### config.mk
export PLATFORM = sky130hd
export DESIGN_NAME = db_wr_cache
export DESIGN_NICKNAME = d
export VERILOG_FILES = /design/src/db_pkg.sv /design/src/db_wr_cache.sv
export SDC_FILE = /design/constraint.sdc
export NUM_CORES = 1
export LEC_CHECK = 0
export BUFFER_PORTS_ARGS = -buffer_cell sky130_fd_sc_hd__buf_2
export CAP_MARGIN = 20
export CORE_MARGIN = 2
export CORE_UTILIZATION = 50
export CTS_CLUSTER_DIAMETER = 150
export DETAILED_ROUTE_END_ITERATION = 8
export PLACE_DENSITY = 0.68
export REMOVE_ABC_BUFFERS = 1
export SLEW_MARGIN = 5
export SYNTH_ARGS = -nofsm -noshare
export SYNTH_HDL_FRONTEND = slang
export SYNTH_SLANG_ARGS = --single-unit
### constraint.sdc
create_clock -name clk -period 16.2 [get_ports clk]
set_clock_uncertainty 0.1 [all_clocks]
set_input_delay 2.43 -clock clk [delete_from_list [all_inputs] [get_ports clk]]
set_output_delay 2.43 -clock clk [all_outputs]
set_load 0.02 [all_outputs]
### src/db_pkg.sv
/* Shared sizes, latencies and types of the key-value table subsystem
   One entry per key, so every key_t value is a legal table index */
`default_nettype none

package db_pkg;

    // --------------------------------------------------
    // Table geometry
    // --------------------------------------------------
    localparam int key_w     = 8;
    localparam int value_w   = 16;
    localparam int tbl_depth = 256;

    // --------------------------------------------------
    // Latencies and in-flight limits
    // --------------------------------------------------
    // Accept to ack inside the store, reads and writes alike
    localparam int store_lat  = 3;
    // Extra read latency added by the cache lookup
    localparam int rsp_dly    = 2;
    // Cache entries, also the write mux in-flight limit
    localparam int wr_txn_max = 4;
    localparam int rd_txn_max = 8;

    typedef logic [key_w-1:0]   key_t;
    typedef logic [value_w-1:0] value_t;

    // Request words of a table transaction
    // present is 0 for a delete; reads use key only
    typedef struct packed {
        key_t   key;
        value_t value;
        logic   present;
    } db_req_t;

    // Read result, valid with ack
    typedef struct packed {
        logic   present;
        value_t value;
    } db_rsp_t;

    // One write cache entry
    typedef struct packed {
        logic   used;
        key_t   key;
        logic   present;
        value_t value;
    } wr_ctxt_t;

    typedef enum logic [1:0] {
        CMD_GET,
        CMD_SET,
        CMD_DEL,
        CMD_INIT
    } ctrl_op_e;

    typedef struct packed {
        ctrl_op_e op;
        key_t     key;
        value_t   value;
    } ctrl_cmd_t;

    typedef enum logic [2:0] {
        ST_IDLE,
        ST_INIT,
        ST_WR,
        ST_RD,
        ST_WAIT
    } ctrl_state_e;

endpackage

`default_nettype wire
### src/db_wr_cache.sv
/* Write cache in front of the store read path; adds rsp_dly cycles to every read
   A read accepted with a write resolves before that write
   db_init clears all state; no table traffic may be in flight then */
`timescale 1ns/1ps
`default_nettype none

module db_wr_cache import db_pkg::*; (
    input  logic    clk,
    input  logic    db_init,
    // Write accepted by the store
    input  logic    wr_accept,
    input  db_req_t wr_data,
    // Read accepted by the store
    input  logic    rd_accept,
    input  key_t    rd_key,
    // Raw store read response
    input  logic    store_ack,
    input  db_rsp_t store_rsp,
    // Corrected read response
    output logic    rd_ack,
    output db_rsp_t rd_rsp
);

    // Entry 0 is the newest write
    wr_ctxt_t ctxt [wr_txn_max];
    logic     look_hit;
    db_rsp_t  look_rsp;

    // Lookup result per outstanding read
    logic                          hit_ring [rd_txn_max];
    db_rsp_t                       rsp_ring [rd_txn_max];
    logic [$clog2(rd_txn_max)-1:0] ring_wr;
    logic [$clog2(rd_txn_max)-1:0] ring_rd;

    // Store response delay line
    logic    dly_ack [rsp_dly];
    db_rsp_t dly_rsp [rsp_dly];

    // --------------------------------------------------
    // Write context line
    // --------------------------------------------------
    always_ff @(posedge clk) begin
        if (db_init) begin
            for (int i = 0; i < wr_txn_max; i++) begin
                ctxt[i].used <= 1'b0;
            end
        end else if (wr_accept) begin
            for (int i = 1; i < wr_txn_max; i++) begin
                ctxt[i] <= ctxt[i-1];
            end
            ctxt[0] <= '{used: 1'b1, key: wr_data.key,
                         present: wr_data.present, value: wr_data.value};
        end
    end

    // Walk from the oldest entry so the newest match wins
    always_comb begin
        look_hit = 1'b0;
        look_rsp = '0;
        for (int i = wr_txn_max - 1; i >= 0; i--) begin
            if (ctxt[i].used && (ctxt[i].key == rd_key)) begin
                look_hit = 1'b1;
                look_rsp = '{present: ctxt[i].present, value: ctxt[i].value};
            end
        end
    end

    // --------------------------------------------------
    // Result ring
    // --------------------------------------------------
    always_ff @(posedge clk) begin
        if (rd_accept) begin
            hit_ring[ring_wr] <= look_hit;
            rsp_ring[ring_wr] <= look_rsp;
        end
    end

    // Push at read accept, pop at the delayed ack
    always_ff @(posedge clk) begin
        if (db_init) begin
            ring_wr <= '0;
            ring_rd <= '0;
        end else begin
            if (rd_accept) ring_wr <= ring_wr + 1'b1;
            if (rd_ack) ring_rd <= ring_rd + 1'b1;
        end
    end

    // --------------------------------------------------
    // Response delay and override
    // --------------------------------------------------
    always_ff @(posedge clk) begin
        if (db_init) begin
            for (int i = 0; i < rsp_dly; i++) begin
                dly_ack[i] <= 1'b0;
            end
        end else begin
            dly_ack[0] <= store_ack;
            for (int i = 1; i < rsp_dly; i++) begin
                dly_ack[i] <= dly_ack[i-1];
            end
        end
    end

    always_ff @(posedge clk) begin
        dly_rsp[0] <= store_rsp;
        for (int i = 1; i < rsp_dly; i++) begin
            dly_rsp[i] <= dly_rsp[i-1];
        end
    end

    assign rd_ack = dly_ack[rsp_dly-1];

    // Cached write beats a store read that missed it
    always_comb begin
        rd_rsp = dly_rsp[rsp_dly-1];
        if (rd_ack && hit_ring[ring_rd]) rd_rsp = rsp_ring[ring_rd];
    end

endmodule

`default_nettype wire

# Word level (Yosys, flattened, before mapping)
# Memory sizes are Yosys's and may differ from the RTL's. A register that Yosys moved wholly into a read port is not among the register bits.
# Cells that the tools add are included.
[totals]
register_bits = 6
ram_bits = 284
input_bits = 55
output_inout_bits = 18
wordCells = 51
memories = 5
[mem_list]
columns = ["name", "words", "word_bits", "rd", "rd_clocked_by_memory_dff", "wr", "line", "text"]
rows = [
  ["rsp_ring", 8, 17, 1, 1, 1, "db_wr_cache.sv:31", "db_rsp_t rsp_ring [rd_txn_max];"],
  ["ctxt", 4, 26, 4, 0, 4, "db_wr_cache.sv:25", "wr_ctxt_t ctxt [wr_txn_max];"],
  ["dly_rsp", 2, 17, 2, 0, 2, "db_wr_cache.sv:37", "db_rsp_t dly_rsp [rsp_dly];"],
  ["hit_ring", 8, 1, 1, 1, 1, "db_wr_cache.sv:30", "logic hit_ring [rd_txn_max];"],
  ["dly_ack", 2, 1, 2, 0, 2, "db_wr_cache.sv:36", "logic dly_ack [rsp_dly];"],
]
[op_classes]
addsub = 2
eq_ne = 4
muxes = 27
bitwise_logic = 6
n_reduce_logical = 5
[ops]
columns = ["cell", "count"]
rows = [
  ["$mux 17", 5],
  ["$eq 8x8->1", 4],
  ["$mux 1", 18],
  ["$mux 3", 4],
  ["$add 3x1->3 const B", 2],
  ["$or 1x1->1", 6],
  ["$logic_and 1x1->1", 5],
]

# Depth between registers and ports, before layout
[logic_depth]
ltp_word = 6
mapped_depth = 8
depth_no_buf = 6

# Worst setup path after synthesis
# Ideal clock, no wire load.
[synth_path]
path_kind = "input -> register"
from = "in db_init"
to = "mem ctxt[1][25] (netlist name) (data pin)"
setup_ns = 0.165
t_arrival_ns = 7.365
t_required_ns = 15.935
path_slack_ns = 8.570
path_stages = 2
n_path_buf = 0
path_cell_list = "nor2b_1 > and2_1"
[synth_lines]
columns = ["element", "line", "text"]
rows = [
  ["start: declaration", "db_wr_cache.sv:9", "input logic db_init,"],
  ["end: declaration", "db_wr_cache.sv:25", ""],
]

==> results.md <==
- Fin crit share: 35.35%
- Post-CTS Setup Repair Bufs: 0
- Area grow syn2layout: 15.80%
- Min-delay worst type: flip-flop to flip-flop
- Commonest non-fill, non-tap cells in the layout: edfxtp_1 (247), buf_2 (72), nand2_1 (52)
- DR iter-0 viols: 447
- Hold Fails Final Rpt: 0
- Total CTS buffers: 29
- Chip height: 151.6 um
- Yosys cell types: 37
- Max IR drop VDD: 0.08604 mV
- Place WS: 10.94 ns
- First-pass GRT wire length: 30410 um
- Maximum Capacitance Violations: 0
- Slew margin rel.: 38.99%
- DRC Markers: 0
- Port Buffers: 72
- Via-per-instance ratio: 5.576
- Worst skew pair latency: 0.53 ns
- CP startpoint kind: flip-flop
- Max Slew Vio Count: 0
- FFs w/ async S/R, synth: 0%
- Initial antenna violation count: 0
- Drt total wl: 19740 um
- Initial core utilization: 50.39%
- Antenna fix cells: 0
- Most common cell after layout, fill and taps aside: edfxtp_1
- RSZ-0062 raised after global routing: false
- Final Worst Setup Slack: 10.47 ns
- CTS tree: yes
- Hold Path Origin: dly_rsp[0][16]$_DFF_P_
- Worst Path Required: 13.67 ns
- Maximum fanout along the worst path: 36
- RR Startpoint: ctxt[2][24]$_DFFE_PP_
- CTS Hold Bufs: 0
- Lkg Pwr: 4.117 nW
- Synthesis-stage register bit count: 293
- Worst slew pin tran: 0.9152 ns
- Num rows: 54
- Final setup TNS: 0 ns
- Syn avg cell area: 18.22 um2
- Final HPWL DP: 12340 um
- CTS root buffer: clkbuf_16
- Post-route ant nets: 0
- Post-layout nets: roughly 740
- Period minus WS final: 5.726 ns
- Max H-tree Level: 1
- Via count: 5515
- Status: finished, final reports clean
- Die area: 0.02299 mm2
- Fill cells: 1640
- Netlist Area Pre-Place: 0.01089 mm2
- Clk sinks: 293
- Total grt overflow: 0
- P per Cell Area: 124.5 mW/mm2
- F_max: 174.6 MHz
- Largest net degree at the start of global routing: 54
- Total GRT Usage: 17.45%
- Clock slew at reported path FFs: 0.06 ns
- I/O pin count: 73
- Die span in x: 151.6 um
- EDFF count, synth: roughly 250
- Ys flop type: edfxtp_1
- Cells after Synth: 598
- Vias in the first global route: 5586
- PostCTS Resize Cnt: 0
- Synth warn: 0
- Routed len/inst: 19.96 um
- Critical path arrival: between 3 and 4 ns
- Drt first pass iters: 5
- Core Area: 0.02162 mm2
- Crit. End Element: output port
- Sequential area share after synthesis: 76.54%
- CTS max path bufs: 3
- Placer's final routability congestion estimate: roughly 0.75
- Final setup fails: 0
- Crit path kind: flip-flop to output port
- Fraction of layout cells with a size suffix above 1: 27.08%
through the flow:
stage               power [W]  hold slack (ns)  std cells  util, %  area (um2)
global route         0.001619           0.2317        989    58.35       12620
floorplan           0.0009043           0.2096        568        -       10720
global placement    0.0009282           0.2097        926    53.30       11520
CTS                  0.001585           0.2265        987    58.19       12580
finish               0.001571           0.2254        989    58.35       12620
detailed placement  0.0009326           0.2121        934    53.83       11640
layout make-up:
class	instances	area [um2]	share of cell area, %
clock buffers	41	833.3	6.605
clock inverters	12	110.1	0.8728
flip-flops and latches	293	8339	66.10
repair buffers	88	553.0	4.384
multi-input cells	275	2430	19.26
well taps	280	350.3	2.777
synthesized netlist by cell type, types with 2 or more instances:
| library cell | instances | area [um2] |
|---|---|---|
| nand2_1 | 52 | 195.2 |
| or3_1 | 2 | 12.51 |
| nor2b_1 | 3 | 18.77 |
| and3_1 | 6 | 37.54 |
| o221ai_1 | 10 | 87.58 |
| a32o_1 | 11 | 110.1 |
| mux2i_1 | 19 | 190.2 |
| buf_6 | 4 | 45.04 |
| buf_2 | 10 | 50.05 |
| nand3_1 | 10 | 50.05 |
| xnor2_2 | 2 | 32.53 |
| nor3_1 | 7 | 35.03 |
| o311a_1 | 5 | 50.05 |
| xor2_1 | 6 | 52.55 |
| dfxtp_1 | 46 | 920.9 |
| edfxtp_1 | 247 | 7417 |
| nand2b_1 | 4 | 25.02 |
| buf_4 | 3 | 22.52 |
| mux4_2 | 36 | 810.8 |
| and2_1 | 3 | 18.77 |
| ha_1 | 2 | 25.02 |
| xnor2_1 | 28 | 245.2 |
| nor2_1 | 19 | 71.32 |
| nand4_1 | 8 | 50.05 |
| clkbuf_1 | 12 | 45.04 |
| and3_2 | 6 | 45.04 |
| o21ai_1 | 27 | 135.1 |
flip-flops by register name, summed over array words and instances (netlist names), named ones only:
name      count
ctxt        104
rsp_ring    136
ring_rd       3
dly_rsp      34
hit_ring      8
ring_wr       3
dly_ack       2
worst paths after layout:
| check | to | slack, ns | depth (start not counted) |
|---|---|---|---|
| worst max-delay path | rd_rsp[15] | 10.47 | 7 |
| worst max register to register | rsp_ring[3][14]$_DFFE_PP_ | 13.09 | 6 |
| worst min-delay path | dly_rsp[0][33]$_DFF_P_ | 0.23 | 0 |
| worst min register to register | dly_rsp[0][33]$_DFF_P_ | 0.23 | 0 |
critical path: stages (launching register included):
cell,delay [ns]
dfxtp_2,0.31
buf_4,0.57
mux4_2,0.58
mux2_2,0.28
nand2_2,0.49
nand2_1,0.14
o21ai_1,0.10
buf_2,0.19
where the power goes:
group | internal (W) | total (W) | switching, W
sequential | 0.000839 | 0.000850 | 0.0000115
combinational | 0.0000291 | 0.0000664 | 0.0000373
clock | 0.000389 | 0.000654 | 0.000266
total | 0.00126 | 0.00157 | 0.000314
metal layers:
| layer | track usage (%) | part of all wire (%) | vias up | wire, um |
|---|---|---|---|---|
| met4 | 4.352 | 2.4 | 0 | 467 |
| met3 | 2.754 | 5.5 | 39 | 1079 |
| met1 | 24.41 | 43 | 2781 | 8536 |
| li1 | - | - | 2520 | - |
| met5 | 0 | 0 | - | 0 |
| met2 | 29.12 | 49 | 175 | 9652 |
cell families after synthesis:
family                     after synthesis  share of synthesized area [%]
AOI/OAI and AO/OA                       54                          3.652
xor gates and xnor gates                36                          3.032
adders and majority gates                2                         0.2297
buffers and inverters                   30                          1.573
DFF                                    293                          76.54
muxes                                   56                          9.291
and+or+nand+nor                        127                          5.685
(Power assumes the default switching activity.)
