<file path="src/db_pkg.sv">
/* Shared sizes, latencies and types of the key-value table subsystem
   One entry per key, so every key_t value is a legal table index */
`default_nettype none

package db_pkg;

    // --------------------------------------------------
    // Table geometry
    // --------------------------------------------------
    localparam int key_w     = 8;
    localparam int value_w   = 16;
    localparam int tbl_depth = 256;

    // --------------------------------------------------
    // Latencies and in-flight limits
    // --------------------------------------------------
    // Accept to ack inside the store, reads and writes alike
    localparam int store_lat  = 3;
    // Extra read latency added by the cache lookup
    localparam int rsp_dly    = 2;
    // Cache entries, also the write mux in-flight limit
    localparam int wr_txn_max = 4;
    localparam int rd_txn_max = 8;

    typedef logic [key_w-1:0]   key_t;
    typedef logic [value_w-1:0] value_t;

    // Request words of a table transaction
    // present is 0 for a delete; reads use key only
    typedef struct packed {
        key_t   key;
        value_t value;
        logic   present;
    } db_req_t;

    // Read result, valid with ack
    typedef struct packed {
        logic   present;
        value_t value;
    } db_rsp_t;

    // One write cache entry
    typedef struct packed {
        logic   used;
        key_t   key;
        logic   present;
        value_t value;
    } wr_ctxt_t;

    typedef enum logic [1:0] {
        CMD_GET,
        CMD_SET,
        CMD_DEL,
        CMD_INIT
    } ctrl_op_e;

    typedef struct packed {
        ctrl_op_e op;
        key_t     key;
        value_t   value;
    } ctrl_cmd_t;

    typedef enum logic [2:0] {
        ST_IDLE,
        ST_INIT,
        ST_WR,
        ST_RD,
        ST_WAIT
    } ctrl_state_e;

endpackage

`default_nettype wire
</file>
<file path="src/db_ctrl.sv">
/* Control-plane sequencer with one command in flight; strobes are dropped while busy
   INIT ends when db_init_done rises and does not pulse ctrl_done
   Requests wait for acceptance, so a busy data plane can starve them */
`timescale 1ns/1ps
`default_nettype none

module db_ctrl import db_pkg::*; (
    input  logic      clk,
    input  logic      srst,
    // Control port
    input  logic      ctrl_cmd_valid,
    input  ctrl_cmd_t ctrl_cmd,
    output logic      ctrl_busy,
    output logic      ctrl_done,
    output db_rsp_t   ctrl_rsp,
    // Table clear handshake with the store
    output logic      db_init,
    input  logic      db_init_done,
    // Low-priority write path
    output logic      wr_req,
    input  logic      wr_rdy,
    output db_req_t   wr_data,
    input  logic      wr_ack,
    // Low-priority read path
    output logic      rd_req,
    input  logic      rd_rdy,
    output db_req_t   rd_data,
    input  logic      rd_ack,
    input  db_rsp_t   rd_rsp
);

    ctrl_state_e state;
    ctrl_cmd_t   cmd_q;
    logic        cmd_take;
    logic        txn_ack;

    // New command only taken in idle
    assign cmd_take = (state == ST_IDLE) && ctrl_cmd_valid;

    // Ack of the path that the latched command went out on
    assign txn_ack = (cmd_q.op == CMD_GET) ? rd_ack : wr_ack;

    // --------------------------------------------------
    // Command FSM
    // --------------------------------------------------
    // Reset lands in ST_INIT so the table is swept before first use
    always_ff @(posedge clk) begin
        if (srst) begin
            state <= ST_INIT;
        end else begin
            case (state)
                ST_IDLE: begin
                    if (ctrl_cmd_valid) begin
                        case (ctrl_cmd.op)
                            CMD_INIT: state <= ST_INIT;
                            CMD_GET:  state <= ST_RD;
                            default:  state <= ST_WR;
                        endcase
                    end
                end
                // db_init_done is stale while db_init is still high
                ST_INIT: if (db_init_done && !db_init) state <= ST_IDLE;
                ST_WR:   if (wr_rdy) state <= ST_WAIT;
                ST_RD:   if (rd_rdy) state <= ST_WAIT;
                ST_WAIT: if (txn_ack) state <= ST_IDLE;
                default: state <= ST_IDLE;
            endcase
        end
    end

    // Latched command words
    always_ff @(posedge clk) begin
        if (cmd_take) cmd_q <= ctrl_cmd;
    end

    // Held high through reset, then a one-cycle pulse per INIT
    always_ff @(posedge clk) begin
        if (srst) begin
            db_init <= 1'b1;
        end else begin
            db_init <= cmd_take && (ctrl_cmd.op == CMD_INIT);
        end
    end

    // --------------------------------------------------
    // Completion
    // --------------------------------------------------
    always_ff @(posedge clk) begin
        if (srst) begin
            ctrl_done <= 1'b0;
        end else begin
            ctrl_done <= (state == ST_WAIT) && txn_ack;
        end
    end

    // GET result, aligned with ctrl_done
    always_ff @(posedge clk) begin
        if ((state == ST_WAIT) && rd_ack) ctrl_rsp <= rd_rsp;
    end

    assign ctrl_busy = (state != ST_IDLE);

    // SET writes a present entry, DEL clears it
    assign wr_req  = (state == ST_WR);
    assign wr_data = '{key: cmd_q.key, value: cmd_q.value, present: (cmd_q.op == CMD_SET)};

    assign rd_req  = (state == ST_RD);
    assign rd_data = '{key: cmd_q.key, value: '0, present: 1'b0};

endmodule

`default_nettype wire

</file>
<file path="config.mk">
export PLATFORM = sky130hd
export DESIGN_NAME = db_ctrl
export DESIGN_NICKNAME = d
export VERILOG_FILES = /design/src/db_pkg.sv /design/src/db_ctrl.sv
export SDC_FILE = /design/constraint.sdc
export NUM_CORES = 1
export LEC_CHECK = 0
export BUFFER_PORTS_ARGS = -buffer_cell sky130_fd_sc_hd__clkbuf_2
export CAP_MARGIN = 10
export CORE_ASPECT_RATIO = 1.5
export CORE_UTILIZATION = 42
export DETAILED_ROUTE_END_ITERATION = 16
export PLACE_DENSITY = 0.75
export SLEW_MARGIN = 20
export SYNTH_ARGS = -nofsm -noshare
export SYNTH_HDL_FRONTEND = slang
export SYNTH_SLANG_ARGS = --single-unit
</file>
<file path="constraint.sdc">
create_clock -name clk -period 3.2 [get_ports clk]
set_input_delay 0.48 -clock clk [delete_from_list [all_inputs] [get_ports clk]]
set_output_delay 0.48 -clock clk [all_outputs]
set_load 0.01 [all_outputs]
</file>
## After elaboration in Yosys (flattened, before gate mapping)

Cells that the tools add are included.
Widths: inputs -> output; s select.

| storage, ports and cells | value |
|---|---|
| flip-flop bits (word level) | 48 |
| bits of input ports | 51 |
| output and inout port bits | 72 |
| logic and storage cells | 38 |

| operators by class | value |
|---|---|
| equal/unequal tests | 11 |
| mux-type cells | 8 |
| reduce and logical (&&, ||, !) cells | 11 |

Operators by type and width:

| cell | count |
|---|---|
| $mux 3 | 5 |
| $pmux 3 s5 | 1 |
| $eq 3x2->1 const B | 2 |
| $ne 2x2->1 const B | 3 |
| $logic_and 1x1->1 | 5 |
| $reduce_and 5->1 | 1 |
| $logic_not 2->1 | 2 |
| $ne 2x1->1 const B | 2 |
| $pmux 2 s2 | 1 |
| $eq 3x1->1 const B | 1 |
| $eq 3x3->1 const B | 1 |
| $logic_not 3->1 | 1 |
| $reduce_bool 3->1 | 1 |
| $eq 2x1->1 const B | 1 |
| $eq 2x2->1 const B | 1 |
| $logic_not 1->1 | 1 |
| $mux 1 | 1 |

## Depth between registers and ports, before layout

| logic depth | value |
|---|---|
| word-level depth | 4 |
| mapped depth | 4 |
| mapped depth without buffers | 4 |

## Worst setup path after synthesis

Ideal clock, no wire load.

| path | value |
|---|---|
| path type | flip-flop to flip-flop |
| start | reg state[1] |
| end | reg cmd_q[24] (netlist bit) (enable) |
| setup time | 0.410 ns |
| arrival time | 1.945 ns |
| data required time | 2.790 ns |
| path slack | 0.844 ns |
| stages on the path, launching flop included | 3 |
| buffers on the path | 0 |
| period minus slack after synthesis | 2.356 ns |
| cell sequence | dfxtp_1 -> or3_1 -> nor2_1 |

| on the way | value |
|---|---|
| longest elaborated chain between the ends | 2 |

RTL lines:

| what | RTL line | source |
|---|---|---|
| start: declaration | db_ctrl.sv:32 | `ctrl_state_e state;` |
| start signal: assignment | db_ctrl.sv:49 | `state <= ST_INIT;` |
| start signal: assignment | db_ctrl.sv:55 | `CMD_INIT: state <= ST_INIT;` |
| start signal: assignment | db_ctrl.sv:56 | `CMD_GET: state <= ST_RD;` |
| $logic_not 3->1 | db_ctrl.sv:38 | `assign cmd_take = (state == ST_IDLE) && ctrl_cmd_valid;` |
| $logic_and 1x1->1 | db_ctrl.sv:38 |  |
| named net cmd_take | db_ctrl.sv:34 | `logic cmd_take;` |
| end signal: assignment | db_ctrl.sv:73 | `if (cmd_take) cmd_q <= ctrl_cmd;` |
| end: declaration | db_ctrl.sv:33 | `ctrl_cmd_t cmd_q;` |

The timed path passes the listed nets, and every way through them passes these cells.
A chain may end at the register's enable or synchronous reset.

## Worst setup path after layout

| path | value |
|---|---|
| start | reg state[1] |
| end | out ctrl_busy |

| on the way | value |
|---|---|
| longest elaborated chain between the ends | 1 |

RTL lines:

| what | RTL line | source |
|---|---|---|
| $reduce_bool 3->1 | db_ctrl.sv:101 | `assign ctrl_busy = (state != ST_IDLE);` |
| end: declaration | db_ctrl.sv:13 | `output logic ctrl_busy,` |

No other way between the ends.

==> flow_metrics.py <==
metrics = {
    "min_path": {
        "hold_class": "in2reg",
        "min_path_cells": 1,
        "hold_start": "ctrl_cmd[22]",
        "whs_endpoint": "rd_data[23]",
    },
    "detailed_routing": {
        "remaining_drc_errors": 0,
        "met1_length_um": 1011,
        "antenna_left": 0,
        "vias": 1118,
        "drt_wl_total_um": 3336,
        "first_iter_violations": 26,
        "dr.pass1.iters": 4,
        "highest_layer": "met4",
        "routed-wl-met2_um": 2025,
        "viasPerCell": 4.141,
        "wl_met3_um": 231,
        "wl_per_cell_um": 12.36,
    },
    "synth": {
        "avgSynthCellArea_um2": 15.87,
        "synth-edff-count": 43,
        "syn-cell-area_um2": 1983,
        "async_flop_share_pct": 0,
        "yosysUniqueCellTypes": 24,
        "ys_seq_area_share_pct": 70.16,
        "synth-seq-cells": 48,
        "synthFlopType": "edfxtp_1",
        "synthCells": 125,
        "synth_warnings": 0,
    },
    "die": {
        "die_w_um": 58.11,
        "dieArea_um2": 5006,
        "coreArea_um2": 4542,
        "io_pins": 123,
        "die_h_um": 86.16,
        "start_util_pct": 43.66,
        "std_cell_rows": 30,
    },
    "global_routing": {
        "grt.total_usage_pct": 13.46,
        "grt_max_degree": 28,
        "grt_first_pass_wirelength_um": 4747,
        "grt_pass1_vias": 1041,
        "antenna_found_initial": 0,
        "grt-ovfl-total": 0,
    },
    "clocking": {
        "post_cts_buffers": 0,
        "tritoncts": "built",
        "holdBufCountCts": 0,
        "cts.repair.resized": 0,
        "clkLatencyLatePin_ns": 0.29,
        "cts_buffer_depth": 2,
        "cts_root_buf": "clkbuf_8",
        "cts_sinks": 48,
        "path_clk_slew_ns": 0.08,
        "cts_made_buffers": 5,
        "htree_levels": 2,
    },
    "power": {
        "fin_total_pwr_w": 0.001224,
        "power.density_nw_per_um2": 510.1,
        "power.leakage_nw": 1.087,
        "ir_drop_mv": 0.4115,
    },
    "cells_and_area": {
        "diodes": 0,
        "drive_above_1_share_pct": 58.25,
        "nFillCells": 401,
        "final_nets": 258,
        "final_common_cell": "clkbuf_2",
        "layout_common_cells": "clkbuf_2 (105), edfxtp_1 (43), conb_1 (17)",
        "areaGrowthSynthToFinish_pct": 20.95,
    },
    "sta": {
        "worst_slew_pin_slew_ns": 0.7083,
        "rsz0062_at_grt": "no",
        "period_minus_slack_ns": 1.733,
        "relSlewSlack_pct": 52.78,
        "drv_slew": 0,
        "fin_hold_ws_ns": 0.3615,
        "fin_skew_ns": 0.002451,
        "fin_crit_sh_pct": 54.15,
        "fmax_mhz": 577.1,
        "tns_ns": 0,
        "setup_viol": 0,
        "hold_viol": 0,
    },
    "critical_path": {
        "worstPathArrival_ns": 1.25,
        "end_kind": "output port",
        "critPathKind": "reg2out",
        "start_kind": "flop",
        "r2r-start": "state[1]",
        "reg2reg_depth": 3,
        "cp.required_ns": 2.72,
        "rrSetupSlack_ns": 1.64,
        "r2r_end": "rd_data[22]",
        "path_max_fanout": 9,
    },
    "place": {
        "gp_congestion": 0.7493,
        "numPortBuffers": 105,
    },
    "run_status": {
        "status": "complete, no violations",
    },
    "run": {
        "maxCapViolCount": 0,
    },
}
-- layer usage --
layer / vias up / GRT usage, %
met4: 0 / 7.143
met5: - / 0
met2: 58 / 25.60
li1: 535 / -
met3: 6 / 4.525
met1: 519 / 11.90
-- worst max-delay path: stages, from the launching register on --
cell      delay (ns)
dfxtp_1         0.39
or3_1           0.43
clkbuf_2        0.15
-- cell families (layout without fill, tap and decap cells) --
group           Yosys count  count (layout)  synth area share (%)
buf+inv                  51             116                 18.93
other cells               1              17                0.1891
flops                    48              48                 70.16
simple gates             13              13                 4.606
mux                       2               2                 1.325
compound gates            8               8                 3.533
fa+ha+maj                 2               2                 1.262
-- synth_stat cells, drive strengths merged (2+ instances only) --
library cell  instances  area (µm²)
nor2                  2       7.510
buf                  49       367.9
nor3b                 4       30.03
ha                    2       25.02
inv                   2       7.510
edfxtp               43        1291
dfxtp                 5       100.1
mux2                  2       26.27
a21o                  2       16.27
o21a                  2       15.01
-- worst max path at each step --
stage,cells after the start,endpoint,startpoint
global route,2,ctrl_busy,state[1]
finish,2,ctrl_busy,state[1]
floorplan,2,cmd_q[24],state[1]
global placement,2,ctrl_rsp[0],rd_ack
detailed placement,2,ctrl_rsp[0],rd_ack
CTS,2,ctrl_busy,state[1]
-- cell type report --
cell class	instances	area [µm²]	area share, %
well taps	64	80.08	3.339
clock buffers	6	72.57	3.026
clock inverters	2	35.03	1.461
flip-flops and latches	48	1391	58.01
repair buffers	106	533.0	22.22
multi-input cells	42	279.0	11.63
inverters	2	7.507	0.3130
-- metrics by stage --
step	instances	cell area (µm²)	setup WS, ns	utilization, %
6_report	270	2399	1.467	52.81
3_5_place_dp	262	2291	1.623	50.44
5_1_grt	270	2399	1.411	52.81
4_1_cts	270	2399	1.455	52.81
2_1_floorplan	141	2043	0.8444	-
3_3_place_gp	262	2291	1.646	50.44
-- report_power, final --
group	leakage, nW	total, W	switching (W)	internal [W]
registers	0.431	0.000713	0.0000100	0.000703
logic	0.601	0.000102	0.0000540	0.0000478
clock network	0.0552	0.000409	0.000177	0.000232
-- sequential cells by signal, indices dropped and copies added (netlist names) --
signal	count
ctrl_rsp	17
wr_data	16
rd_data	8
state	3
cmd_q	2
ctrl_done	1
db_init	1
Note: power is estimated with default switching activity, not from simulation.
