File: config.mk
export PLATFORM = sky130hd
export DESIGN_NAME = db_prio_mux
export DESIGN_NICKNAME = d
export VERILOG_FILES = /design/src/db_pkg.sv /design/src/db_prio_mux.sv
export SDC_FILE = /design/constraint.sdc
export NUM_CORES = 1
export LEC_CHECK = 0
export ABC_CLOCK_PERIOD_IN_PS = 5450
export BUFFER_PORTS_ARGS = -buffer_cell sky130_fd_sc_hd__buf_2
export CAP_MARGIN = 20
export CORE_UTILIZATION = 35
export CTS_CLUSTER_DIAMETER = 50
export DETAILED_ROUTE_END_ITERATION = 6
export PLACE_DENSITY = 0.85
export SETUP_SLACK_MARGIN = 0.2
export SLEW_MARGIN = 20
export SYNTH_ARGS = -nofsm -noshare
export SYNTH_HDL_FRONTEND = slang
export SYNTH_SLANG_ARGS = --single-unit
File: constraint.sdc
create_clock -name clk -period 5.45 [get_ports clk]
set_clock_uncertainty 0.15 [all_clocks]
set_input_delay 0.8175 -clock clk [delete_from_list [all_inputs] [get_ports clk]]
set_output_delay 0.8175 -clock clk [all_outputs]
set_load 0.1 [all_outputs]
File: src/db_pkg.sv
/* Shared sizes, latencies and types of the key-value table subsystem
   One entry per key, so every key_t value is a legal table index */
`default_nettype none

package db_pkg;

    // --------------------------------------------------
    // Table geometry
    // --------------------------------------------------
    localparam int key_w     = 8;
    localparam int value_w   = 16;
    localparam int tbl_depth = 256;

    // --------------------------------------------------
    // Latencies and in-flight limits
    // --------------------------------------------------
    // Accept to ack inside the store, reads and writes alike
    localparam int store_lat  = 3;
    // Extra read latency added by the cache lookup
    localparam int rsp_dly    = 2;
    // Cache entries, also the write mux in-flight limit
    localparam int wr_txn_max = 4;
    localparam int rd_txn_max = 8;

    typedef logic [key_w-1:0]   key_t;
    typedef logic [value_w-1:0] value_t;

    // Request words of a table transaction
    // present is 0 for a delete; reads use key only
    typedef struct packed {
        key_t   key;
        value_t value;
        logic   present;
    } db_req_t;

    // Read result, valid with ack
    typedef struct packed {
        logic   present;
        value_t value;
    } db_rsp_t;

    // One write cache entry
    typedef struct packed {
        logic   used;
        key_t   key;
        logic   present;
        value_t value;
    } wr_ctxt_t;

    typedef enum logic [1:0] {
        CMD_GET,
        CMD_SET,
        CMD_DEL,
        CMD_INIT
    } ctrl_op_e;

    typedef struct packed {
        ctrl_op_e op;
        key_t     key;
        value_t   value;
    } ctrl_cmd_t;

    typedef enum logic [2:0] {
        ST_IDLE,
        ST_INIT,
        ST_WR,
        ST_RD,
        ST_WAIT
    } ctrl_state_e;

endpackage

`default_nettype wire
File: src/db_prio_mux.sv
/* Strict-priority mux of two requesters onto one table path; hi side always wins
   txn_max must be a power of two; acks return in acceptance order */
`timescale 1ns/1ps
`default_nettype none

module db_prio_mux import db_pkg::*; #(
    parameter int txn_max = wr_txn_max
) (
    input  logic    clk,
    input  logic    srst,
    // High-priority requester
    input  logic    hi_req,
    output logic    hi_rdy,
    input  db_req_t hi_data,
    output logic    hi_ack,
    output db_rsp_t hi_rsp,
    // Low-priority requester
    input  logic    lo_req,
    output logic    lo_rdy,
    input  db_req_t lo_data,
    output logic    lo_ack,
    output db_rsp_t lo_rsp,
    // Toward the responder
    output logic    out_req,
    input  logic    out_rdy,
    output db_req_t out_data,
    input  logic    out_ack,
    input  db_rsp_t out_rsp
);

    // Owner tags, 1 marks a low-side transaction
    logic                       tag_q [txn_max];
    logic [$clog2(txn_max)-1:0] wr_ptr;
    logic [$clog2(txn_max)-1:0] rd_ptr;
    logic [$clog2(txn_max):0]   count;
    logic                       full;
    logic                       push;
    logic                       head_lo;

    assign full = (count == txn_max);

    // --------------------------------------------------
    // Request path, purely combinational
    // --------------------------------------------------
    assign out_req  = (hi_req || lo_req) && !full;
    assign out_data = hi_req ? hi_data : lo_data;
    assign hi_rdy   = out_rdy && !full;
    // Low side only sees rdy when the high side is quiet
    assign lo_rdy   = out_rdy && !full && !hi_req;
    assign push     = out_req && out_rdy;

    // --------------------------------------------------
    // Tag queue
    // --------------------------------------------------
    always_ff @(posedge clk) begin
        if (push) tag_q[wr_ptr] <= !hi_req;
    end

    always_ff @(posedge clk) begin
        if (srst) begin
            wr_ptr <= '0;
            rd_ptr <= '0;
            count  <= '0;
        end else begin
            if (push) wr_ptr <= wr_ptr + 1'b1;
            if (out_ack) rd_ptr <= rd_ptr + 1'b1;
            case ({push, out_ack})
                2'b10:   count <= count + 1'b1;
                2'b01:   count <= count - 1'b1;
                default: count <= count;
            endcase
        end
    end

    // Ack steering by the oldest outstanding tag
    assign head_lo = tag_q[rd_ptr];
    assign hi_ack  = out_ack && !head_lo;
    assign lo_ack  = out_ack && head_lo;
    assign hi_rsp  = out_rsp;
    assign lo_rsp  = out_rsp;

endmodule

`default_nettype wire

## Word-level counts from Yosys, hierarchy flattened

Memories as Yosys holds them, arrays and structs flattened. A register that Yosys moved wholly into a read port is not among the register bits.
Cells that the tools add are included.

- Mux-type cells: 6
- Equal/unequal tests: 3
- $add $sub $neg: 4
- Reduce and logical (&&, ||, !) cells: 11

Operators with widths:

| kind | number |
|---|---|
| $mux 25 | 1 |
| $logic_and 1x1->1 | 6 |
| $pmux 3 s2 | 1 |
| $add 2x1->2 const B | 2 |
| $mux 2 | 2 |
| $add 3x1->3 const B | 1 |
| $eq 3x3->1 const B | 1 |
| $logic_not 1->1 | 3 |
| $sub 3x1->3 const B | 1 |
| $eq 2x1->1 const B | 1 |
| $eq 2x2->1 const B | 1 |
| $mux 1 | 2 |
| $reduce_bool 2->1 | 1 |
| $logic_or 1x1->1 | 1 |

- Memories kept: 1
- Bits of input ports: 73
- Word-level logic and storage cells: 28
- Bits in writable memories: 4
- Bits in registers: 7

Memory list:

| memory | depth | bits a word | rd ports | clocked after Yosys merged registers in | write ports | line | text |
|---|---|---|---|---|---|---|---|
| tag_q | 4 | 1 | 1 | 1 | 1 | db_prio_mux.sv:32 | `logic tag_q [txn_max];` |

## Depth between registers and ports, before layout

Gate-level depths: netlist of the first run.

- Depth in word-level cells: 6
- Depth in mapped cells: 10
- Depth with buffers taken out: 9

## Worst setup path before layout of the first run

OpenSTA, ideal clock, no wires.

- Path kind: input -> output
- Start: input out_rdy
- End: output lo_rdy
- Path buffers: 0
- Slack: 1.393 ns
- Required time: 4.483 ns
- Stages on the path: 2
- Data arrival time: 3.089 ns
- Cells stage by stage: nor2b_1 and2_1

- Cells in the longest elaborated chain, start to end: 2

RTL lines:

| what | line | text |
|---|---|---|
| from (decl) | db_prio_mux.sv:25 | `input logic out_rdy,` |
| $logic_and 1x1->1 (2 in a row) | db_prio_mux.sv:49 | `assign lo_rdy = out_rdy && !full && !hi_req;` |
| to (decl) | db_prio_mux.sv:19 | `output logic lo_rdy,` |

No other way between the ends.

==> results.md, run 1 <==
* Multi-input logic area at 612 um2
* Crit path required time at 4.48 ns
* YS warnings at 0
* Core area at 0.00334 mm2
* Max-slew violations at 0
* Routed Antenna Nets at 0
* RSZ-0062 raised after global routing: no
* Synth Cell Area at 0.00121 mm2
* Number of remaining DRC errors at 0
* Total Power at 0.424 mW
* Drt total wl at 2590 um
* CTS buffer count at 3
* Routed vias/inst at 4.30
* Run status: finished, final reports clean
* Initial DRT Pass Iterations at 2
* Final setup TNS at 0 ns
* Clk buf depth at 2
* Syn Area/Cell at 9.88 um2
* # fillers at 344
* Die Area at 0.00371 mm2
* Max cap viols at 0
* Worst slack, placed at 2.42 ns
* Clock tree root buffer cell: clkbuf_4
* Period Utilization, post-route at 54.0%
* Achievable Freq at 340 MHz
* FF+latch area at 300 um2
* Pleak at 0.716 nW
* Synthesized Nets at 202
* Die Ht at 60.9 um
* Critical path arrival at 1.97 ns
* I/O Pins at 137
* Vias at 946
* Most frequent cells in the layout: buf_2 (85), mux2_2 (25), nor2_1 (9), dfxtp_1 (9), inv_1 (7)
* Hold Crit Class: flop to flop
* Initial antenna violation count at 0
* IO Port Bufs at 85
* Placed instance area at 0.00142 mm2
* Layout cells sized above 1 at 67.8%
* Yosys reg bits at 13
* Hold violation count in the final report at 0
* CTS resizes at 0
* Sink Count at 13
* Global-route wire length before repair at 3840 um
* N_diodes at 0
* Post-CTS Hold Buffers at 0
* Post-Synthesis Cells at 123
* Most common cell after layout, fill and taps aside: buf_2
* Final #Nets at 254
* Vias in the first global route at 901
* Crit. End Element: output pin
* Peak supply drop at 153 uV
* Setup CP Type: input pin to output pin
* Period minus WS final at 2.94 ns
* Rows at 21
* CP startpoint kind: input pin
* PwrDens at 293 mW/mm2
* GRT Total Usage at 14.0%
* Wirelength per Cell at 11.8 um
* CTS tree: done
* Max_slew headroom at 63.6%
* CP max FO at 27
* Grt ovf at 0
* Largest net degree at the start of global routing at 28
* Area Overhead vs Synth at 19.2%
* Post-route cell area at 0.00145 mm2
* Worst-path clk slew at 0.07 ns
* Crit path setup slack, layout at 2.51 ns
* Worst skew pair latency at 0.27 ns
* Drt initial violations at 38
* Slew @ Worst Pin at 0.546 ns
* Placer Congestion at 0.810
* Die W at 60.9 um
* H-tree Lvls at 1
* Setup violations, final at 0
* Final HPWL DP at 2270 um
* Post-synth cell types at 24
* Post-CTS Repair Setup Buffers at 0
* Initial core utilization at 36.4%
* Post-synthesis sequential area ratio at 24.7%
==> routing by layer <==
layer / GRT usage [%] / routed length, um / up-vias
met4: 4.55 / 17 / 0
li1: - / - / 472
met3: 4.05 / 243 / 2
met2: 28.1 / 1440 / 54
met1: 13.5 / 883 / 418
met5: 0 / 0 / -
==> worst max-delay path: stages <==
cell and delay, ns:
buf_2 0.44, mux2_2 0.42, buf_2 0.30
==> cell families (layout without fill, tap and decap cells) <==
logic type / count (synthesis) / count (layout) / synth area share, %
adder cells (fa/ha/maj): 6 / 6 / 6.80
flip-flops: 13 / 13 / 24.7
multiplexers: 28 / 28 / 27.1
AND/OR/NAND/NOR: 24 / 24 / 12.4
AO/OA/AOI/OAI: 3 / 3 / 1.24
XOR/XNOR: 4 / 4 / 2.88
buffers and inverters: 45 / 96 / 24.9
==> synthesized netlist by cell type <==
| cell | number | area share (%) |
|---|---|---|
| mux4_2 | 1 | 1.9 |
| nor2_2 | 1 | 0.52 |
| nor3b_4 | 2 | 3.1 |
| and2_1 | 6 | 3.1 |
| ha_1 | 5 | 5.1 |
| nor2b_1 | 2 | 1.0 |
| mux2_2 | 25 | 23 |
| nor2_1 | 9 | 2.8 |
| a21oi_1 | 2 | 0.82 |
| o21ai_0 | 1 | 0.41 |
| edfxtp_1 | 4 | 9.9 |
| or3_1 | 1 | 0.52 |
| dfxtp_1 | 9 | 15 |
| buf_2 | 2 | 0.82 |
| nand2b_1 | 2 | 1.0 |
| fa_1 | 1 | 1.6 |
| xnor2_1 | 1 | 0.72 |
| inv_1 | 7 | 2.2 |
| nand2_1 | 1 | 0.31 |
| mux2i_1 | 1 | 0.82 |
| mux2_4 | 1 | 1.2 |
| xor2_1 | 3 | 2.2 |
| buf_4 | 35 | 22 |
| clkbuf_1 | 1 | 0.31 |
==> power breakdown <==
group | internal, mW | switching [mW]
combinational | 0.0621 | 0.185
sequential | 0.111 | 0.00910
clock | 0.0284 | 0.0293
total | 0.201 | 0.223
==> cell type report <==
type | count | area share [%]
multi-input combinational | 65 | 42.3
tap | 46 | 3.98
sequential | 13 | 20.7
timing repair buffer | 85 | 29.4
clock buffer | 4 | 1.82
inverter | 7 | 1.82
==> worst paths after layout <==
kind | start | endpoint | slack (ns) | cells past startpoint
setup / recovery | hi_req | out_data[21] | 2.51 | 3
hold / removal | wr_ptr[1] | wr_ptr[1] | 0.37 | 2
setup reg to reg | count[0] | count[2] | 3.18 | 9
hold reg to reg | wr_ptr[1] | wr_ptr[1] | 0.37 | 2
==> per-stage QoR <==
stage	hold slack [ns]	utilization, %	cells
floorplan	0.309	-	123
global placement	0.329	42.6	216
detailed placement	0.362	42.6	216
CTS	0.372	43.4	220
global route	0.400	43.4	220
finish	0.371	43.4	220
(Power assumes the default switching activity.)
==> run 2, diff against run 1 <==
ABC_AREA = 1   (was default)
ABC_CLOCK_PERIOD_IN_PS = 2520   (was 5450)
CORE_UTILIZATION = 31   (was 35)
PLACE_DENSITY = 0.79   (was 0.85)
clock period = 2.52 ns   (was 5.45 ns; I/O delays follow)
==> run 2 against run 1 <==
Flip-flop and latch count did not move. Wire length rose by 4.3%. Critical path depth rose by 1. Die area rose by 14%. Combinational power rose by 110%. Cell count rose by 35%. Clock-buffer cell count did not move. Register-to-register slack got worse by 2.6 ns. Global-route usage fell by 0.89 points.
==> results.md, run 2 <==
* Core area at 0.00374 mm2 (+12%)
* Die Ht at 65.1 um (+6.8%)
* Worst skew pair latency at 0.24 ns (-0.03 ns)
* # fillers at 402 (+17%)
* Hold Crit Class: flop to flop
* Drt initial violations at 24 (-37%)
* Crit. End Element: output pin
* Vias at 1225 (+29%)
* Final setup TNS at 0 ns (unchanged)
* FFs w/ async S/R, synth at 0% (unchanged)
* Global-route wire length before repair at 4340 um (+13%)
* Wirelength per Cell at 9.12 um (-22%)
* Clock Power Share at 19.3% (+5.7 points)
* Grt peak-use layer: met2
* Finished Layout Cells at 296 (+35%)
* Critical path arrival at 1.47 ns (-0.50 ns)
* Post-synth top area share at 26.8% (+3.6 points)
* Synth Cell Area at 0.00123 mm2 (+1.5%)
* Achievable Freq at 500 MHz
* Slew @ Worst Pin at 0.511 ns (-0.0353 ns)
* Initial DRT Pass Iterations at 4 (+2)
* CTS tree: done
* Sink Count at 13 (unchanged)
* Top cells by count, synth: nand2_1 (88), buf_4 (34), inv_1 (19)
* Clock tree root buffer cell: clkbuf_8
* Period Utilization, post-route at 79.4%
* Post-synth top area cell: nand2_1
* Syn Area/Cell at 6.29 um2 (-36%)
* RSZ-0062 raised after global routing: no
* Run status: finished, final reports clean
* FF+latch area at 300 um2 (unchanged)
* Post-route cell area at 0.00150 mm2 (+3.7%)
* Worst path cell trace: o21ai_0 -> nand2_1 -> nor2_2 -> buf_2
* Max_slew headroom at 66.2% (+2.6 points)
* N_diodes at 0 (unchanged)
* Placed instance area at 0.00146 mm2 (+2.5%)
* Most frequent cells in the layout: nand2_1 (88), buf_2 (85), inv_1 (19), nor2_1 (12), dfxtp_1 (9)
* Reg power frac at 26.3% (-2.0 points)
* H-tree Lvls at 1 (unchanged)
* Post-CTS Hold Buffers at 0 (unchanged)
* CP max FO at 2 (-93%)
* WHS at 0.295 ns (-0.0769 ns)
* Post-synthesis sequential area ratio at 24.3% (-0.38 points)
* Hold violation count in the final report at 0 (unchanged)
* Final #Nets at 328 (+29%)
* Rows at 22 (+4.8%)
* CP Buf/Inv Count at 1 (-1)
* Placer Congestion at 0.758 (-6.5%)
* I/O Pins at 137 (unchanged)
* Layout cells sized above 1 at 39.1% (-29 points)
* IO Port Bufs at 85 (unchanged)
* Setup CP Type: flop to output pin
* Top cells by area, synth: nand2_1 (27%), buf_4 (21%), dfxtp_1 (15%)
* CP startpoint kind: flop
* Worst-path clk slew at 0.05 ns (-0.02 ns)
* Area Overhead vs Synth at 21.7%
* Period minus WS final at 2.00 ns
* Post-CTS Repair Setup Buffers at 0 (unchanged)
* Top FF cell, synth: dfxtp_1
* Cell family with most CP delay: buffers and inverters
* Number of remaining DRC errors at 0 (unchanged)
* Post-synth cell types at 19 (-21%)
* M2 GR Usage at 22.5% (-5.6 points)
* Cell Int Power at 0.451 mW (+120%)
* Final HPWL DP at 2330 um (+2.3%)
* Met1 global-route usage at 14.8% (+1.3 points)
* Die Area at 0.00424 mm2 (+14%)
* Combinational power share at 54.4% (-3.8 points)
* CTS resizes at 0 (unchanged)
* Synthesized Nets at 275 (+36%)
* Routed vias/inst at 4.14 (-3.8%)
* Worst path slowest cell: buf_2
* Initial core utilization at 33.0% (-3.5 points)
* Largest net degree at the start of global routing at 27 (-3.6%)
* Die W at 65.1 um (+6.8%)
* Initial antenna violation count at 0 (unchanged)
* Setup violations, final at 0 (unchanged)
* Drt total wl at 2700 um (+4.3%)
* PwrDens at 625 mW/mm2 (+110%)
* Met3 Track Usage GR at 3.87% (-0.18 points)
* Crit path required time at 1.99 ns (-2.49 ns)
* Max-slew violations at 0 (unchanged)
* Slowest stage delay, CP at 0.42 ns (-0.02 ns)
* Pleak at 0.934 nW (+30%)
* Peak supply drop at 335 uV (+120%)
* Sw frac at 52.0% (-0.56 points)
* Most frequent cell after synthesis: nand2_1
* YS warnings at 0 (unchanged)
* Vias in the first global route at 1069 (+19%)
* Grt ovf at 0 (unchanged)
* Most common cell after layout, fill and taps aside: nand2_1
* Routed Antenna Nets at 0 (unchanged)
* Multi-input logic area at 578 um2 (-5.5%)
* Dpl cells at 292 (+35%)
* Post-Synthesis Cells at 196 (+59%)
* Sw Pwr at 0.488 mW (+120%)
* GRT Total Usage at 13.1% (-0.89 points)
* Clk buf depth at 2 (unchanged)
* EDFF count, synth at 4 (unchanged)
* Yosys reg bits at 13 (unchanged)
* Max cap viols at 0 (unchanged)
* CTS buffer count at 3 (unchanged)
==> run 2: changes by cell type after synthesis, sizes merged, moves of 2 or more <==
cell / delta
a21oi: +3
and2: -5
buf: +2
inv: +13
mux2: -26
nand2: +88
nand2b: -2
nand3: +2
nor2: +5
nor2b: -2
nor3b: -2
o21ai: +4
xor2: -3
==> run 2: cell type report <==
cell class | count | area share, %
Inverter | 20 | 5.17
Multi-Input combinational cell | 124 | 38.5
Clock buffer | 4 | 3.00
Tap cell | 48 | 4.00
Sequential cell | 13 | 20.0
Timing Repair Buffer | 87 | 29.3
==> run 2: power groups by stage <==
| stage | logic [mW] | registers [mW] | clock network (mW) |
|---|---|---|---|
| 2_1_floorplan | 0.668 | 0.249 | 0 |
| 3_3_place_gp | 0.508 | 0.251 | 0 |
| 3_5_place_dp | 0.513 | 0.251 | 0 |
| 4_1_cts | 0.514 | 0.247 | 0.186 |
| 5_1_grt | 0.546 | 0.250 | 0.197 |
| 6_report | 0.510 | 0.247 | 0.182 |
==> run 2: worst paths after layout <==
| kind | startpoint | end | slack (ns) | cells past startpoint |
|---|---|---|---|---|
| setup / recovery | tag_q[0] | hi_ack | 0.52 | 4 |
| hold / removal | rd_ptr[1] | rd_ptr[1] | 0.29 | 1 |
| setup reg to reg | count[0] | count[2] | 0.62 | 12 |
| hold reg to reg | rd_ptr[1] | rd_ptr[1] | 0.29 | 1 |
==> run 2: layer usage <==
layer	routed length, um	vias up
li1	-	652
met1	1110	497
met2	1270	68
met3	233	8
met4	82	0
met5	0	-
==> run 2: worst register-to-register path, cell delays in order, from the launching register on <==
cell and delay, ns:
dfxtp_1 0.33, nor2_1 0.13, nand2_1 0.12, nand3_4 0.13
ha_1 0.18, inv_1 0.06, fa_1 0.38, inv_1 0.06
nand2_1 0.04, nand3_1 0.08, nand2_1 0.05, nand2_1 0.05
nor2_1 0.04
==> run 2: kinds of logic after synthesis <==
kind of cell    count (synthesis)  synth area share, %
flops                          13                 24.3
compound gates                 11                 4.66
fa+ha+maj                       6                 6.69
simple gates                  107                 34.8
buf+inv                        59                 29.5
==> run 2: through the flow <==
step                total power, mW  setup slack, ns  util, %
global placement              0.759            0.581     38.9
detailed placement            0.765            0.552     38.9
global route                  0.994            0.423     40.1
floorplan                     0.917            0.508        -
finish                        0.939            0.520     40.1
CTS                           0.947            0.498     40.1
==> run 3, diff against run 2 <==
ABC_CLOCK_PERIOD_IN_PS = 2000   (was 2520)
CORE_UTILIZATION = 34   (was 31)
PLACE_DENSITY = 0.82   (was 0.79)
clock period = 2 ns   (was 2.52 ns; I/O delays follow)
==> run 3 against run 2 <==
Register-to-register slack lost 0.35 ns. Wire length grew 9.6%. Clock power shrank 15%. Sequential power grew 29%. Power grew 40%. Cell count shrank 0.34%. Clock-buffer cell count is the same. Worst hold slack lost 0.068 ns. Die area shrank 8.6%. Critical path type unchanged. Critical endpoint unchanged. Highest routed layer is now met3.
==> results.md, run 3 (synthesis results as in run 2) <==
* Setup violations, final at 0 (unchanged)
* Rows at 21 (-4.5%)
* Routed Antenna Nets at 0 (unchanged)
* Grt ovf at 0 (unchanged)
* Slew @ Worst Pin at 0.278 ns (-0.233 ns)
* I/O Pins at 137 (unchanged)
* Period minus WS final at 1.75 ns
* Number of remaining DRC errors at 0 (unchanged)
* Vias at 1265 (+3.3%)
* Final HPWL DP at 2500 um (+7.4%)
* Vias in the first global route at 1185 (+11%)
* Die Ht at 62.2 um (-4.4%)
* Area Overhead vs Synth at 60.5%
* GRT Total Usage at 16.0% (+2.9 points)
* Placer Congestion at 0.772 (+1.8%)
* Multi-input logic area at 656 um2 (+13%)
* CP max FO at 2 (unchanged)
* Final setup TNS at 0 ns (unchanged)
* Wirelength per Cell at 10.0 um (+10%)
* Largest net degree at the start of global routing at 30 (+11%)
* Drt total wl at 2960 um (+9.6%)
* RSZ-0062 raised after global routing: yes
* Worst skew pair latency at 0.27 ns (+0.03 ns)
* Peak supply drop at 291 uV (-13%)
* CP startpoint kind: flop
* IO Port Bufs at 85 (unchanged)
* Sink Count at 13 (unchanged)
* Setup CP Type: flop to output pin
* Most frequent cells in the layout: nand2_1 (68), buf_2 (55), buf_12 (27), nand2_2 (20), inv_1 (19)
* Period Utilization, post-route at 87.4%
* Global-route wire length before repair at 4970 um (+15%)
* N_diodes at 0 (unchanged)
* Max_slew headroom at 81.5% (+15 points)
* Final #Nets at 329 (+0.30%)
* H-tree Lvls at 1 (unchanged)
* Initial core utilization at 36.1% (+3.2 points)
* Fin util at 58.0% (+18 points)
* Crit path required time at 1.55 ns (-0.44 ns)
* Layout cells sized above 1 at 49.8% (+11 points)
* FF+latch area at 303 um2 (+0.83%)
* Clk buf depth at 2 (unchanged)
* Run status: finished, final reports clean
* # fillers at 312 (-22%)
* Hold Crit Class: input pin to flop
* Pleak at 1.07 nW (+15%)
* Max-slew violations at 0 (unchanged)
* Achievable Freq at 572 MHz
* Most common cell after layout, fill and taps aside: nand2_1
* Crit. End Element: output pin
* PwrDens at 665 mW/mm2 (+6.3%)
* Die Area at 0.00387 mm2 (-8.6%)
* Clock tree root buffer cell: clkbuf_4
* Initial antenna violation count at 0 (unchanged)
* Critical path arrival at 1.30 ns (-0.17 ns)
* Hold violation count in the final report at 0 (unchanged)
* Worst-path clk slew at 0.07 ns (+0.02 ns)
* Routed vias/inst at 4.29 (+3.6%)
* Die W at 62.2 um (-4.4%)
* CTS tree: done
* Drt initial violations at 19 (-21%)
* Max cap viols at 0 (unchanged)
* CTS buffer count at 3 (unchanged)
* Core area at 0.00342 mm2 (-8.8%)
* Initial DRT Pass Iterations at 5 (+1)
run 3: changes by cell type in the layout (fill, tap and decap cells not counted), sizes merged:
| cell | before | now |
|---|---|---|
| buf | 87 | 88 |
run 3: area by class of cell:
class | count | share of cell area [%]
well taps | 46 | 2.91
repair buffers | 88 | 43.5
inverters | 20 | 3.92
multi-input cells | 124 | 33.1
flip-flops and latches | 13 | 15.3
clock buffers | 4 | 1.33
run 3: repair_timing:
item / 4_1_cts / 5_1_grt
hold buffers: 0 / 0
pin swaps: 2 / 2
setup endpoints to repair: 4 / 6
resized for setup: 5 / 7
setup buffers: 1 / 0
run 3: per-stage QoR:
| step | hold slack (ns) | worst slack, ns | power [mW] | cells | instance area (um2) |
|---|---|---|---|---|---|
| detailed placement | 0.282 | 0.105 | 1.15 | 290 | 1920 |
| finish | 0.227 | 0.251 | 1.32 | 295 | 1980 |
| global placement | 0.274 | 0.174 | 1.14 | 290 | 1920 |
| global route | 0.235 | 0.137 | 1.38 | 295 | 1980 |
| CTS | 0.199 | 0.194 | 1.32 | 295 | 1960 |
| floorplan | 0.262 | 0.0749 | 1.17 | 196 | 1300 |
run 3: critical path, stage by stage, from the launching register on:
cell and delay (ns):
edfxtp_1 0.37, o211ai_1 0.24, nand2_1 0.13, nor2_4 0.11, buf_12 0.18
run 3: path summary, 6_finish.rpt:
path,startpoint,to,slack (ns),cells after the start
worst min-delay path,srst,count[2],0.23,4
worst max-delay path,tag_q[2],hi_ack,0.25,4
worst min register to register,rd_ptr[1],rd_ptr[1],0.29,1
worst max register to register,count[1],count[2],0.27,11
run 3: layer usage:
layer  part of all wire, %  track usage (%)
met1                    38             16.5
met2                    54             31.3
met3                   7.5             4.23
met4                     0             4.07
met5                     0                0
run 3: report_power, final:
group	total [mW]	leakage, nW	internal [mW]	switching [mW]
registers	0.318	0.112	0.298	0.0196
clock network	0.154	0.0150	0.0772	0.0766
logic	0.845	0.947	0.288	0.556
